<file path="src/verilog/delay_tune_pkg.sv">
// --------------------
// Delay tune package
// Channel count, value width, wrap limit and the
// shared channel and value types of the delay panel
// --------------------

package delay_tune_pkg;

  // Panel geometry
  localparam int NUM_CH  = 9;
  localparam int DELAY_W = 4;
  localparam int CH_W    = 4;

  // Channel index; 8 is r_whole and 0 is b_falling
  typedef logic [CH_W-1:0] ch_idx_t;

  // One delay setting
  typedef logic [DELAY_W-1:0] delay_val_t;

  // All settings; element i belongs to channel i
  typedef delay_val_t [NUM_CH-1:0] delay_arr_t;

  // Steps wrap between 0 and this limit
  localparam delay_val_t DELAY_MAX = DELAY_W'(10);

endpackage
</file>
<file path="src/verilog/adjust_if.sv">
// --------------------
// Adjust command bus
// Carries show and step commands from the
// selection controller to the value bank
// --------------------
`timescale 1ns/1ps

interface adjust_if;
  import delay_tune_pkg::*;

  logic    cmd_valid; // One-cycle pulse, always accepted
  ch_idx_t cmd_ch;
  logic    cmd_step;  // Low means show only
  logic    cmd_up;

  modport ctrl (
    output cmd_valid,
    output cmd_ch,
    output cmd_step,
    output cmd_up
  );

  modport bank (
    input cmd_valid,
    input cmd_ch,
    input cmd_step,
    input cmd_up
  );

endinterface

</file>
<file path="src/verilog/delay_tune_top.sv">
// --------------------
// Delay tune panel top
// Synchronizer, nine debouncers, selection
// controller and value bank
// --------------------
`timescale 1ns/1ps

module delay_tune_top #(
  parameter int unsigned DEBOUNCE_CYCLES = 1_000_000, // 5 ms at 200 MHz
  parameter int unsigned IDLE_CYCLES     = 400_000_000 // 2 s at 200 MHz
) (
  input  logic                              clk_x10,
  input  logic                              g_rst,
  input  logic                              inverse,
  input  logic [delay_tune_pkg::NUM_CH-1:0] buttons,
  output delay_tune_pkg::delay_arr_t        delay_value,
  output delay_tune_pkg::delay_val_t        led_output
);
  import delay_tune_pkg::*;

  logic [NUM_CH-1:0] buttons_sync;
  logic              inverse_sync;
  logic [NUM_CH-1:0] press;

  adjust_if adj_bus ();

  // --------------------
  // Input conditioning
  // --------------------
  button_sync u_sync (
    .clk_x10      (clk_x10),
    .g_rst        (g_rst),
    .buttons      (buttons),
    .inverse      (inverse),
    .buttons_sync (buttons_sync),
    .inverse_sync (inverse_sync)
  );

  // One debouncer per button
  for (genvar i = 0; i < NUM_CH; i++)
  begin : g_deb
    key_debounce #(
      .DEBOUNCE_CYCLES (DEBOUNCE_CYCLES)
    ) u_deb (
      .clk_x10   (clk_x10),
      .g_rst     (g_rst),
      .key       (buttons_sync[i]),
      .key_pulse (press[i])
    );
  end

  // --------------------
  // Control and storage
  // --------------------
  delay_select_ctrl #(
    .IDLE_CYCLES (IDLE_CYCLES)
  ) u_ctrl (
    .clk_x10      (clk_x10),
    .g_rst        (g_rst),
    .press        (press),
    .inverse_sync (inverse_sync),
    .adj          (adj_bus.ctrl)
  );

  delay_value_bank u_bank (
    .clk_x10     (clk_x10),
    .g_rst       (g_rst),
    .adj         (adj_bus.bank),
    .delay_value (delay_value),
    .led_output  (led_output)
  );

endmodule

</file>
<file path="src/verilog/delay_value_bank.sv">
// --------------------
// Delay value bank
// Holds the nine settings, applies wrapped
// steps and drives the LED value
// --------------------
`timescale 1ns/1ps

module delay_value_bank (
  input  logic                       clk_x10,
  input  logic                       g_rst,
  adjust_if.bank                     adj,
  output delay_tune_pkg::delay_arr_t delay_value,
  output delay_tune_pkg::delay_val_t led_output
);
  import delay_tune_pkg::*;

  delay_val_t cur_val;
  delay_val_t next_val;

  // One count up or down with wrap at 0 and DELAY_MAX
  function automatic delay_val_t step_val(
    input delay_val_t v,
    input logic       up
  );
    delay_val_t r;
    if (up)
      r = (v >= DELAY_MAX) ? '0 : v + 1'b1;
    else
      r = (v == '0) ? DELAY_MAX : v - 1'b1;
    return r;
  endfunction

  assign cur_val  = delay_value[adj.cmd_ch]; // Value before the command
  assign next_val = step_val(cur_val, adj.cmd_up);

  // --------------------
  // Storage
  // --------------------
  always_ff @(posedge clk_x10)
  begin
    if (g_rst)
    begin
      delay_value <= '0;
      led_output  <= '0;
    end
    else if (adj.cmd_valid)
    begin
      led_output <= cur_val;
      if (adj.cmd_step)
        delay_value[adj.cmd_ch] <= next_val;
    end
    // LED keeps its last value between commands and after timeout
  end

endmodule

</file>
<file path="src/verilog/delay_select_ctrl.sv">
// --------------------
// Selection controller
// Turns press pulses into show or step commands
// and drops the selection after an idle time
// --------------------
`timescale 1ns/1ps

module delay_select_ctrl #(
  parameter int unsigned IDLE_CYCLES = 400_000_000
) (
  input  logic                              clk_x10,
  input  logic                              g_rst,
  input  logic [delay_tune_pkg::NUM_CH-1:0] press,
  input  logic                              inverse_sync,
  adjust_if.ctrl                            adj
);
  import delay_tune_pkg::*;

  localparam int IDLE_W = $clog2(IDLE_CYCLES + 1);

  logic              single;
  ch_idx_t           press_ch;
  logic              sel_valid;
  ch_idx_t           sel_ch;
  logic [IDLE_W-1:0] idle_cnt;
  logic              idle_done;

  // --------------------
  // Press decode
  // --------------------
  assign single = $onehot(press); // Simultaneous presses are dropped

  always_comb
  begin
    press_ch = '0;
    for (int i = 0; i < NUM_CH; i++)
    begin
      if (press[i])
        press_ch = ch_idx_t'(i);
    end
  end

  // Last idle cycle before timeout
  assign idle_done = (press == '0) && (idle_cnt == IDLE_W'(IDLE_CYCLES - 1));

  // --------------------
  // Selection and idle timer
  // --------------------
  always_ff @(posedge clk_x10)
  begin
    if (g_rst)
    begin
      adj.cmd_valid <= 1'b0;
      sel_valid     <= 1'b0;
      sel_ch        <= '0;
      idle_cnt      <= '0;
    end
    else
    begin
      adj.cmd_valid <= single;
      if (press != '0)
        idle_cnt <= '0;
      else if (idle_cnt != IDLE_W'(IDLE_CYCLES))
        idle_cnt <= idle_cnt + 1'b1; // Saturates at timeout
      if (single)
      begin
        sel_valid <= 1'b1;
        sel_ch    <= press_ch;
      end
      else if (idle_done)
      begin
        sel_valid <= 1'b0;
      end
    end
  end

  // Command payload, qualified by cmd_valid
  always_ff @(posedge clk_x10)
  begin
    if (single)
    begin
      adj.cmd_ch   <= press_ch;
      adj.cmd_step <= sel_valid && (sel_ch == press_ch);
      adj.cmd_up   <= inverse_sync;
    end
  end

endmodule

</file>
<file path="src/verilog/key_debounce.sv">
// --------------------
// Key debouncer
// Accepts a new key level after it has been stable
// for DEBOUNCE_CYCLES and pulses once per press
// --------------------
`timescale 1ns/1ps

module key_debounce #(
  parameter int unsigned DEBOUNCE_CYCLES = 1_000_000
) (
  input  logic clk_x10,
  input  logic g_rst,
  input  logic key,
  output logic key_pulse
);

  localparam int CNT_W = $clog2(DEBOUNCE_CYCLES + 1);

  logic             key_level; // Accepted level
  logic [CNT_W-1:0] stable_cnt;
  logic             accept;

  // Count reached while the key still differs from the accepted level
  assign accept = (key != key_level) && (stable_cnt == CNT_W'(DEBOUNCE_CYCLES));

  always_ff @(posedge clk_x10)
  begin
    if (g_rst)
    begin
      key_level  <= 1'b0;
      stable_cnt <= '0;
      key_pulse  <= 1'b0;
    end
    else
    begin
      key_pulse <= accept && key; // Release gives no pulse
      if (key == key_level)
      begin
        stable_cnt <= '0;         // Bounce back restarts the count
      end
      else if (accept)
      begin
        key_level  <= key;
        stable_cnt <= '0;
      end
      else
      begin
        stable_cnt <= stable_cnt + 1'b1;
      end
    end
  end

endmodule

</file>
<file path="src/verilog/button_sync.sv">
// --------------------
// Panel input synchronizer
// Two flops on every button and on the
// inverse switch
// --------------------
`timescale 1ns/1ps

module button_sync (
  input  logic                              clk_x10,
  input  logic                              g_rst,
  input  logic [delay_tune_pkg::NUM_CH-1:0] buttons,
  input  logic                              inverse,
  output logic [delay_tune_pkg::NUM_CH-1:0] buttons_sync,
  output logic                              inverse_sync
);
  import delay_tune_pkg::*;

  logic [NUM_CH-1:0] buttons_meta;
  logic              inverse_meta;

  always_ff @(posedge clk_x10)
  begin
    if (g_rst)
    begin
      buttons_meta <= '0;
      buttons_sync <= '0;
      inverse_meta <= 1'b0;
      inverse_sync <= 1'b0;
    end
    else
    begin
      buttons_meta <= buttons;      // First stage may go metastable
      buttons_sync <= buttons_meta;
      inverse_meta <= inverse;
      inverse_sync <= inverse_meta;
    end
  end

endmodule

</file>
<file path="config.mk">
export PLATFORM = sky130hd
export DESIGN_NAME = delay_tune_top
export DESIGN_NICKNAME = d
export VERILOG_FILES = /design/src/verilog/delay_tune_pkg.sv /design/src/verilog/adjust_if.sv /design/src/verilog/delay_tune_top.sv /design/src/verilog/delay_value_bank.sv /design/src/verilog/delay_select_ctrl.sv /design/src/verilog/key_debounce.sv /design/src/verilog/button_sync.sv
export SDC_FILE = /design/constraint.sdc
export NUM_CORES = 1
export LEC_CHECK = 0
export BUFFER_PORTS_ARGS = -buffer_cell sky130_fd_sc_hd__clkbuf_2
export CAP_MARGIN = 20
export CELL_PAD_IN_SITES_DETAIL_PLACEMENT = 1
export CELL_PAD_IN_SITES_GLOBAL_PLACEMENT = 1
export CORE_MARGIN = 1.5
export CORE_UTILIZATION = 43
export DETAILED_ROUTE_END_ITERATION = 8
export PLACE_DENSITY = 0.84
export SLEW_MARGIN = 40
export SYNTH_ARGS = -nofsm -noshare
export SYNTH_HDL_FRONTEND = slang
export SYNTH_SLANG_ARGS = --single-unit
</file>
<file path="constraint.sdc">
create_clock -name clk_x10 -period 3.3 [get_ports clk_x10]
set_input_delay 0 -clock clk_x10 [delete_from_list [all_inputs] [get_ports clk_x10]]
set_output_delay 0 -clock clk_x10 [all_outputs]
set_load 0.1 [all_outputs]
</file>
==> impl_metrics.prom, run 1 <==
# TYPE chip_impl_metric gauge
chip_impl_metric{name="start_util",unit="%"} 43.7
chip_impl_metric{name="cp.required",unit="ns"} 3.70
chip_impl_metric{name="hold_viol",unit=""} 0
chip_impl_metric{name="period_needed",unit="ns"} 3.26
chip_impl_metric{name="layout.nets",unit=""} 1603
chip_impl_info{name="min-delay-path-class",value="input pin to register"} 1
chip_impl_metric{name="finalClockSkew",unit="ns"} 0.0103
chip_impl_metric{name="h-tree-depth",unit=""} 2
chip_impl_metric{name="number_of_buffers_inserted_during_clock_tree_synthesis",unit=""} 34
chip_impl_metric{name="worst_slack",unit="ns"} 0.0419
chip_impl_info{name="dominantRegCellSynth",value="dfxtp_1"} 1
chip_impl_metric{name="drcViolationCount",unit=""} 0
chip_impl_info{name="yosysTopAreaCell",value="dfxtp_1"} 1
chip_impl_metric{name="synth.yosys.warnings",unit=""} 0
chip_impl_metric{name="largest_net_degree_at_the_start_of_global_routing",unit=""} 32
chip_impl_metric{name="netSwitchingFraction",unit="%"} 20.5
chip_impl_metric{name="power.static_leakage",unit="nW"} 5.39
chip_impl_metric{name="ff2ff_path_depth",unit=""} 12
chip_impl_metric{name="worst_setup_hold_path_clk_slew",unit="ns"} 0.06
chip_impl_info{name="critPathLaunchType",value="register"} 1
chip_impl_metric{name="coreArea",unit="µm²"} 30600
chip_impl_metric{name="slew_violations",unit=""} 0
chip_impl_metric{name="crit_path_max_fanout",unit=""} 11
chip_impl_metric{name="antenna_violating_nets_post_route",unit=""} 0
chip_impl_metric{name="cellPowerDensity",unit="nW/µm²"} 499
chip_impl_metric{name="detailed_router_iteration_count_before_antenna_repair",unit=""} 4
chip_impl_metric{name="via_count",unit=""} 10602
chip_impl_metric{name="via_count_of_the_first_global_routing_pass",unit=""} 11136
chip_impl_info{name="path_delay_family",value="adder cells"} 1
chip_impl_metric{name="grt.overflow.total",unit=""} 0
chip_impl_metric{name="path_buf_inv",unit=""} 4
chip_impl_metric{name="syn_nets",unit=""} 1535
chip_impl_metric{name="count_of_flip_flops_with_a_built_in_enable_after_synthesis",unit=""} 6
chip_impl_metric{name="design_power_total",unit="mW"} 7.70
chip_impl_info{name="critical-path-slowest-cell",value="fa_2"} 1
chip_impl_metric{name="post_synth_inst_count",unit=""} 1485
chip_impl_metric{name="layout-area-overhead-vs-synth",unit="%"} 15.2
chip_impl_metric{name="pwr-share-comb",unit="%"} 1.4
chip_impl_metric{name="final-instance-count-excl-fill",unit=""} 1975
chip_impl_metric{name="synth_top_area_share",unit="%"} 43.8
chip_impl_metric{name="final_layout_size_suffix_gt1_share",unit="%"} 11.3
chip_impl_metric{name="synthArstFlopShare",unit="%"} 0
chip_impl_info{name="cp-end-kind",value="register"} 1
chip_impl_info{name="status",value="complete, no violations"} 1
chip_impl_metric{name="slew_headroom",unit="%"} 43.1
chip_impl_metric{name="wire_length_of_the_first_global_routing_pass",unit="µm"} 54600
chip_impl_info{name="clk_root_buffer_cell",value="clkbuf_16"} 1
chip_impl_metric{name="synth.avg_cell_area",unit="µm²"} 9.01
chip_impl_metric{name="power.net_switching",unit="mW"} 1.58
chip_impl_metric{name="internal_power",unit="mW"} 6.12
chip_impl_metric{name="clockPowerShare",unit="%"} 51.2
chip_impl_info{name="synth.area.top_cells",value="dfxtp_1, xor2_1, nor2_1"} 1
chip_impl_metric{name="synthesis.area",unit="µm²"} 13400
chip_impl_metric{name="grtUsageTotal",unit="%"} 19.7
chip_impl_metric{name="whs_path_depth",unit=""} 3
chip_impl_metric{name="placedCellCount",unit=""} 1900
chip_impl_metric{name="worstPathArrival",unit="ns"} 3.65
chip_impl_metric{name="clock-sinks",unit=""} 299
chip_impl_metric{name="timing.final.setup_violations",unit=""} 0
chip_impl_metric{name="floorplan.die.height",unit="µm"} 179
chip_impl_metric{name="wl_per_cell",unit="µm"} 16.0
chip_impl_metric{name="clock.fmax",unit="GHz"} 0.307
chip_impl_metric{name="cap_viol_max_count",unit=""} 0
chip_impl_metric{name="timing.final.crit_share",unit="%"} 98.7
chip_impl_metric{name="placement.setup.worst_slack",unit="ns"} 0.0491
chip_impl_metric{name="port_buffers",unit=""} 51
chip_impl_info{name="timing.hold.worst_endpoint",value="u_sync.buttons_meta[3]"} 1
chip_impl_info{name="setup.worst_path.class",value="register to register"} 1
chip_impl_metric{name="detailed_place_hpwl",unit="µm"} 21000
chip_impl_metric{name="placement_rows",unit=""} 64
chip_impl_info{name="clock_tree_from_tritoncts",value="built"} 1
chip_impl_metric{name="yosysUniqueCellTypes",unit=""} 66
chip_impl_metric{name="clkLatencyLatePin",unit="ns"} 0.51
chip_impl_metric{name="ys_seq_area_share",unit="%"} 45.2
chip_impl_info{name="holdCritStartpoint",value="buttons[3]"} 1
chip_impl_info{name="worst_r2r_start",value="g_deb[4].u_deb.key_pulse"} 1
chip_impl_metric{name="routed_wl",unit="µm"} 31600
chip_impl_metric{name="grtUsageMet1",unit="%"} 24.8
chip_impl_metric{name="sequentialPowerShare",unit="%"} 47.5
chip_impl_metric{name="die-area",unit="µm²"} 32200
chip_impl_metric{name="grt_use_met2",unit="%"} 35.0
chip_impl_metric{name="avgViaCountPerCell",unit=""} 5.37
chip_impl_metric{name="clk_path_buf_depth",unit=""} 3
chip_impl_metric{name="worstMarginPinSlew",unit="ns"} 0.846
chip_impl_metric{name="antenna_cells",unit=""} 0
chip_impl_info{name="worst_reg2reg_path_endpoint",value="u_ctrl.sel_ch[1]"} 1
chip_impl_metric{name="gp_routability_congestion",unit=""} 0.846
chip_impl_info{name="busiest_layer_in_global_routing",value="met2"} 1
chip_impl_metric{name="timing.reg2reg.setup_slack",unit="ns"} 0.04
chip_impl_metric{name="initial_antenna_violation_count",unit=""} 0
chip_impl_metric{name="use_met3",unit="%"} 2.63
chip_impl_info{name="worstPathCellList",value="inv_1 > ha_1 > inv_1 > fa_2 > inv_2 > fa_2 > ha_2 > fa_1 > nor4b_4 > buf_12 > mux2i_1 > nor2_1"} 1
chip_impl_metric{name="die-width",unit="µm"} 179
chip_impl_metric{name="io-pin-count",unit=""} 52
chip_impl_metric{name="vdd_ir_drop_max",unit="mV"} 0.358
chip_impl_metric{name="crit_path_max_incr_delay",unit="ns"} 0.53
chip_impl_metric{name="drt_first_iter_violations",unit=""} 511
chip_impl_metric{name="yosys_register_bits",unit=""} 299
-- power groups by stage --
stage	Sequential, mW	Clock (mW)	Combinational (mW)
after global placement	3.73	0	0.0906
final	3.65	3.94	0.104
after detailed placement	3.73	0	0.0937
after CTS	3.65	4.02	0.106
after global routing	3.65	4.18	0.117
after floorplan	3.73	0	0.0648
-- cell usage after synthesis (all sizes together) (18+ instances only) --
library cell	n
and3	40
nor2b	23
inv	55
nor4b	20
nor3	27
and4	18
xor2	127
nor4	23
clkbuf	31
nand2	111
ha	33
nand4	63
nor2	285
xnor2	74
dfxtp	293
nand3	95
-- cells in the final DEF (no fill, tap or decap), drive strengths merged, types with 40 or more instances in the layout --
master / count
and3: 40
clkbuf: 99
dfxtp: 293
inv: 55
nand2: 111
nand3: 95
nand4: 63
nor2: 285
xnor2: 74
xor2: 127
-- cell type report --
type                    count  area (µm²)
well taps                 396         495
flip-flops and latches    299        6050
multi-input cells        1092        7000
fillers                  3567       15200
inverters                  55         209
repair buffers             71         470
clock inverters            14         145
clock buffers              48        1050
-- how the worst max path moves through the flow --
stage / slack [ns] / end / depth (start not counted) / startpoint
6_report: 0.04 / u_ctrl.sel_ch[1] / 12 / g_deb[4].u_deb.key_pulse
5_1_grt: -0.01 / u_ctrl.sel_ch[1] / 12 / g_deb[2].u_deb.key_pulse
3_3_place_gp: 0.13 / u_ctrl.sel_ch[0] / 11 / g_deb[2].u_deb.key_pulse
4_1_cts: 0.008 / u_ctrl.sel_ch[1] / 12 / g_deb[2].u_deb.key_pulse
2_1_floorplan: -0.02 / u_ctrl.sel_ch[0] / 11 / g_deb[1].u_deb.key_pulse
3_5_place_dp: 0.05 / u_ctrl.sel_ch[0] / 12 / g_deb[2].u_deb.key_pulse
-- logic make-up (layout without fill, tap and decap cells) --
family | count (synthesis) | in the layout | synth area share (%)
AOI/OAI and AO/OA | 76 | 76 | 5.07
xor gates and xnor gates | 201 | 201 | 13.2
adders and majority gates | 38 | 38 | 3.83
buffers and inverters | 94 | 188 | 2.86
DFF | 299 | 299 | 45.2
muxes | 30 | 30 | 2.45
and+or+nand+nor | 747 | 747 | 27.5
-- flip-flops by register name (all words and copies together), names as in the netlist, 9 cells and up --
signal,cells
g_deb.u_deb.stable_cnt,180
g_deb.u_deb.key_level,9
u_bank.delay_value,36
u_sync.buttons_meta,9
g_deb.u_deb.key_pulse,9
u_sync.buttons_sync,9
u_ctrl.idle_cnt,29
-- worst register-to-register path, stage by stage (launching register included) --
cell     delay (ns)
dfxtp_2        0.37
inv_1          0.07
ha_1           0.28
inv_1          0.05
fa_2           0.53
inv_2          0.04
fa_2           0.35
ha_2           0.19
fa_1           0.49
nor4b_4        0.28
buf_12         0.18
mux2i_1        0.25
nor2_1         0.07
-- per-stage QoR --
step | util (%) | TNS, ns | hold slack, ns | area (µm²)
2_1_floorplan | - | -0.0600 | 0.128 | 13400
3_3_place_gp | 46.0 | 0 | 0.213 | 14100
3_5_place_dp | 46.0 | 0 | 0.219 | 14100
4_1_cts | 50.3 | 0 | 0.222 | 15400
5_1_grt | 50.4 | -0.0144 | 0.249 | 15400
6_report | 50.4 | 0 | 0.237 | 15400
-- layer usage --
metal	up-vias	part of all wire (%)
met5	-	0
met4	0	2.0
met3	54	3.0
met2	136	50
met1	5202	45
li1	5210	-
-- what timing repair did --
action | in CTS | in global routing
gates cloned | 0 | 0
resized for setup | 0 | 4
endpoints found under the hold margin | 13 | 0
hold buffers | 11 | 0
pin swaps | 1 | 0
buffers inserted | 0 | 2
setup endpoints to repair | 4 | 4
No activity file was read; power rests on OpenSTA's default activity.
==> run 2: changes to the inputs <==
--- a/config.mk
+++ b/config.mk
@@ -5,14 +5,14 @@
 export SDC_FILE = /design/constraint.sdc
 export NUM_CORES = 1
 export LEC_CHECK = 0
+export ABC_AREA = 0
 export BUFFER_PORTS_ARGS = -buffer_cell sky130_fd_sc_hd__clkbuf_2
 export CAP_MARGIN = 20
-export CELL_PAD_IN_SITES_DETAIL_PLACEMENT = 1
-export CELL_PAD_IN_SITES_GLOBAL_PLACEMENT = 1
 export CORE_MARGIN = 1.5
-export CORE_UTILIZATION = 43
+export CORE_UTILIZATION = 56
+export CTS_CLUSTER_SIZE = 12
 export DETAILED_ROUTE_END_ITERATION = 8
-export PLACE_DENSITY = 0.84
+export PLACE_DENSITY = 0.85
 export SLEW_MARGIN = 40
 export SYNTH_ARGS = -nofsm -noshare
 export SYNTH_HDL_FRONTEND = slang
==> run 2 against run 1 <==
  * The flow now finishes with violations (negative setup slack)
  * Register-to-register slack got worse by 0.05 ns
  * Count of clock-buffer cells in the layout did not move
  * Worst hold slack got worse by 0.20 ns
  * Critical endpoint is now u_ctrl.adj.cmd_ch[0]
  * Largest power group is now registers
  * Utilization rose by 14 points
  * Combinational power fell by 4%
  * Die area fell by 23%
==> impl_metrics.prom, run 2 (same netlist as run 1, synthesis figures left out) <==
# TYPE chip_impl_metric gauge
chip_impl_info{name="status",value="complete, but fails checks"} 1
chip_impl_info{name="violated_checks",value="negative setup slack"} 1
chip_impl_metric{name="slew_violations",unit=""} 0
chip_impl_metric{name="worst_slack",unit="ns"} -0.0111
chip_impl_metric{name="timing.final.crit_share",unit="%"} 100
chip_impl_metric{name="placement.setup.worst_slack",unit="ns"} 0.0166
chip_impl_metric{name="antenna_cells",unit=""} 0
chip_impl_metric{name="clkLatencyLatePin",unit="ns"} 0.56
chip_impl_metric{name="crit_path_max_incr_delay",unit="ns"} 0.52
chip_impl_metric{name="drcViolationCount",unit=""} 0
chip_impl_metric{name="coreArea",unit="µm²"} 23500
chip_impl_metric{name="slew_headroom",unit="%"} 51.5
chip_impl_info{name="biggestRegsByFlops",value="g_deb.u_deb.stable_cnt (180), u_bank.delay_value (36), u_ctrl.idle_cnt (29)"} 1
chip_impl_metric{name="timing.reg2reg.setup_slack",unit="ns"} -0.01
chip_impl_metric{name="initial_antenna_violation_count",unit=""} 0
chip_impl_metric{name="cellPowerDensity",unit="nW/µm²"} 462
chip_impl_metric{name="routed_wl",unit="µm"} 26000
chip_impl_metric{name="antenna_violating_nets_post_route",unit=""} 0
chip_impl_metric{name="timing.final.setup_violations",unit=""} 2
chip_impl_metric{name="fin_setup_tns",unit="ns"} -0.0201
chip_impl_metric{name="whs_path_depth",unit=""} 3
chip_impl_metric{name="number_of_buffers_inserted_during_clock_tree_synthesis",unit=""} 31
chip_impl_metric{name="start_util",unit="%"} 57.0
chip_impl_metric{name="final_layout_size_suffix_gt1_share",unit="%"} 11.6
chip_impl_metric{name="period_needed",unit="ns"} 3.31
chip_impl_metric{name="clock-sinks",unit=""} 299
chip_impl_metric{name="vdd_ir_drop_max",unit="mV"} 0.462
chip_impl_metric{name="worst_setup_hold_path_clk_slew",unit="ns"} 0.06
chip_impl_metric{name="worstMarginPinSlew",unit="ns"} 0.727
chip_impl_metric{name="detailed_place_hpwl",unit="µm"} 17500
chip_impl_metric{name="layout.nets",unit=""} 1604
chip_impl_info{name="clk_root_buffer_cell",value="clkbuf_16"} 1
chip_impl_info{name="critPathLaunchType",value="register"} 1
chip_impl_metric{name="nFillCells",unit=""} 1828
chip_impl_metric{name="clock.fmax",unit="GHz"} 0.302
chip_impl_metric{name="ff2ff_path_depth",unit=""} 11
chip_impl_metric{name="design_power_total",unit="mW"} 7.00
chip_impl_metric{name="worstPathArrival",unit="ns"} 3.59
chip_impl_metric{name="port_buffers",unit=""} 51
chip_impl_info{name="path_delay_family",value="adder cells"} 1
chip_impl_metric{name="sequential_cell_area",unit="µm²"} 6060
chip_impl_info{name="max_flop_register",value="g_deb.u_deb.stable_cnt"} 1
chip_impl_info{name="worst_r2r_start",value="g_deb[5].u_deb.key_pulse"} 1
chip_impl_metric{name="grt.overflow.total",unit=""} 0
chip_impl_metric{name="detailed_router_iteration_count_before_antenna_repair",unit=""} 5
chip_impl_metric{name="via_count",unit=""} 10281
chip_impl_metric{name="placement_rows",unit=""} 56
chip_impl_metric{name="finalClockSkew",unit="ns"} 0.00992
chip_impl_info{name="critical-path-slowest-cell",value="fa_2"} 1
chip_impl_metric{name="io-pin-count",unit=""} 52
chip_impl_info{name="worst_reg2reg_path_endpoint",value="u_ctrl.adj.cmd_ch[0]"} 1
chip_impl_info{name="setup.worst_path.end",value="u_ctrl.adj.cmd_ch[0]"} 1
chip_impl_info{name="min-delay-path-class",value="input pin to register"} 1
chip_impl_metric{name="die-width",unit="µm"} 158
chip_impl_info{name="rsz0062_at_grt",value="yes"} 1
chip_impl_metric{name="max_reg_flops",unit=""} 180
chip_impl_info{name="setup.worst_path.class",value="register to register"} 1
chip_impl_info{name="worst_setup_path_startpoint",value="g_deb[5].u_deb.key_pulse"} 1
chip_impl_metric{name="floorplan.die.height",unit="µm"} 158
chip_impl_metric{name="stdcell_area",unit="µm²"} 15200
chip_impl_metric{name="crit_path_max_fanout",unit=""} 5
chip_impl_metric{name="power.static_leakage",unit="nW"} 5.29
chip_impl_info{name="cp-end-kind",value="register"} 1
chip_impl_metric{name="avgViaCountPerCell",unit=""} 5.43
chip_impl_metric{name="wl_per_cell",unit="µm"} 13.8
chip_impl_metric{name="path_buf_inv",unit=""} 5
chip_impl_metric{name="gp_routability_congestion",unit=""} 0.849
chip_impl_metric{name="grtUsageTotal",unit="%"} 20.8
chip_impl_metric{name="cp.required",unit="ns"} 3.58
chip_impl_metric{name="via_count_of_the_first_global_routing_pass",unit=""} 9820
chip_impl_metric{name="layout-area-overhead-vs-synth",unit="%"} 13.3
chip_impl_metric{name="area_of_the_multi_input_gates",unit="µm²"} 7050
chip_impl_metric{name="cap_viol_max_count",unit=""} 0
chip_impl_metric{name="postPlaceCellArea",unit="µm²"} 14000
chip_impl_metric{name="largest_net_degree_at_the_start_of_global_routing",unit=""} 65
chip_impl_metric{name="critical_path_depth",unit=""} 11
chip_impl_metric{name="wire_length_of_the_first_global_routing_pass",unit="µm"} 43700
chip_impl_info{name="most_common_cell_after_layout_fill_and_taps_aside",value="dfxtp_1"} 1
chip_impl_metric{name="clk_path_buf_depth",unit=""} 3
chip_impl_info{name="mostFrequentLayoutCells",value="dfxtp_1, nor2_1, xor2_1"} 1
chip_impl_metric{name="h-tree-depth",unit=""} 1
chip_impl_info{name="clock_tree_from_tritoncts",value="built"} 1
chip_impl_metric{name="die-area",unit="µm²"} 24800
chip_impl_info{name="worstPathCellList",value="inv_1 > ha_4 > inv_2 > fa_2 > inv_2 > fa_2 > ha_4 > fa_1 > nor4b_4 > clkbuf_16 > buf_4"} 1
chip_impl_metric{name="hold_viol",unit=""} 0
chip_impl_metric{name="drt_first_iter_violations",unit=""} 473
==> run 2: cell types whose count changed in the layout (fill, tap and decap cells not counted), sizes merged <==
cell / delta
bufinv: -3
clkbuf: +1
clkinv: -7
dlygate4sd3: -1
buf: +4
inv: +1
==> run 2: area by class of cell <==
cell class	count	share of cell area [%]
multi-input cells	1092	46.5
flip-flops and latches	299	40.0
clock buffers	48	6.07
repair buffers	75	3.28
well taps	319	2.63
inverters	55	1.38
clock inverters	5	0.206
==> run 2: worst min path at each step <==
stage,from,end,slack [ns]
after global routing,g_rst,u_ctrl.adj.cmd_valid,0.05
after floorplan,buttons[0],u_sync.buttons_meta[0],0.13
after global placement,buttons[0],u_sync.buttons_meta[0],0.22
after detailed placement,buttons[0],u_sync.buttons_meta[0],0.22
final,g_rst,u_ctrl.adj.cmd_valid,0.04
after CTS,g_rst,u_ctrl.adj.cmd_valid,0.005
==> run 2: worst reg2reg max path: cells and delay by family (launching register included) <==
| kind | cells | cell delay (ns) |
|---|---|---|
| adders and majority gates | 5 | 1.82 |
| DFF | 1 | 0.37 |
| buffers and inverters | 5 | 0.47 |
| and+or+nand+nor | 1 | 0.38 |
==> run 2: through the flow <==
| step | cells | hold slack (ns) | utilization (%) |
|---|---|---|---|
| finish | 1893 | 0.0376 | 64.6 |
| global placement | 1823 | 0.218 | 59.5 |
| floorplan | 1485 | 0.128 | - |
| global route | 1893 | 0.0494 | 64.6 |
| detailed placement | 1823 | 0.222 | 59.5 |
| CTS | 1886 | 0.00509 | 64.0 |
==> run 2: per-layer routing <==
metal | vias to the layer above | share of wire (%) | GRT usage (%)
li1 | 5215 | - | -
met1 | 4835 | 46 | 26.3
met2 | 186 | 48 | 36.4
met3 | 45 | 3.6 | 2.96
met4 | 0 | 2.4 | 6.74
met5 | - | 0 | 0
==> run 2: timing repair <==
action	in CTS	in global routing
endpoints found under the setup margin	0	10
resized for setup	0	21
hold buffers	10	0
buffers inserted	0	6
endpoints found under the hold margin	10	0
==> run 2: power by group <==
group / switching, mW / internal [mW]
Combinational: 0.0657 / 0.0339
Sequential: 0.0138 / 3.64
Clock: 1.36 / 1.89
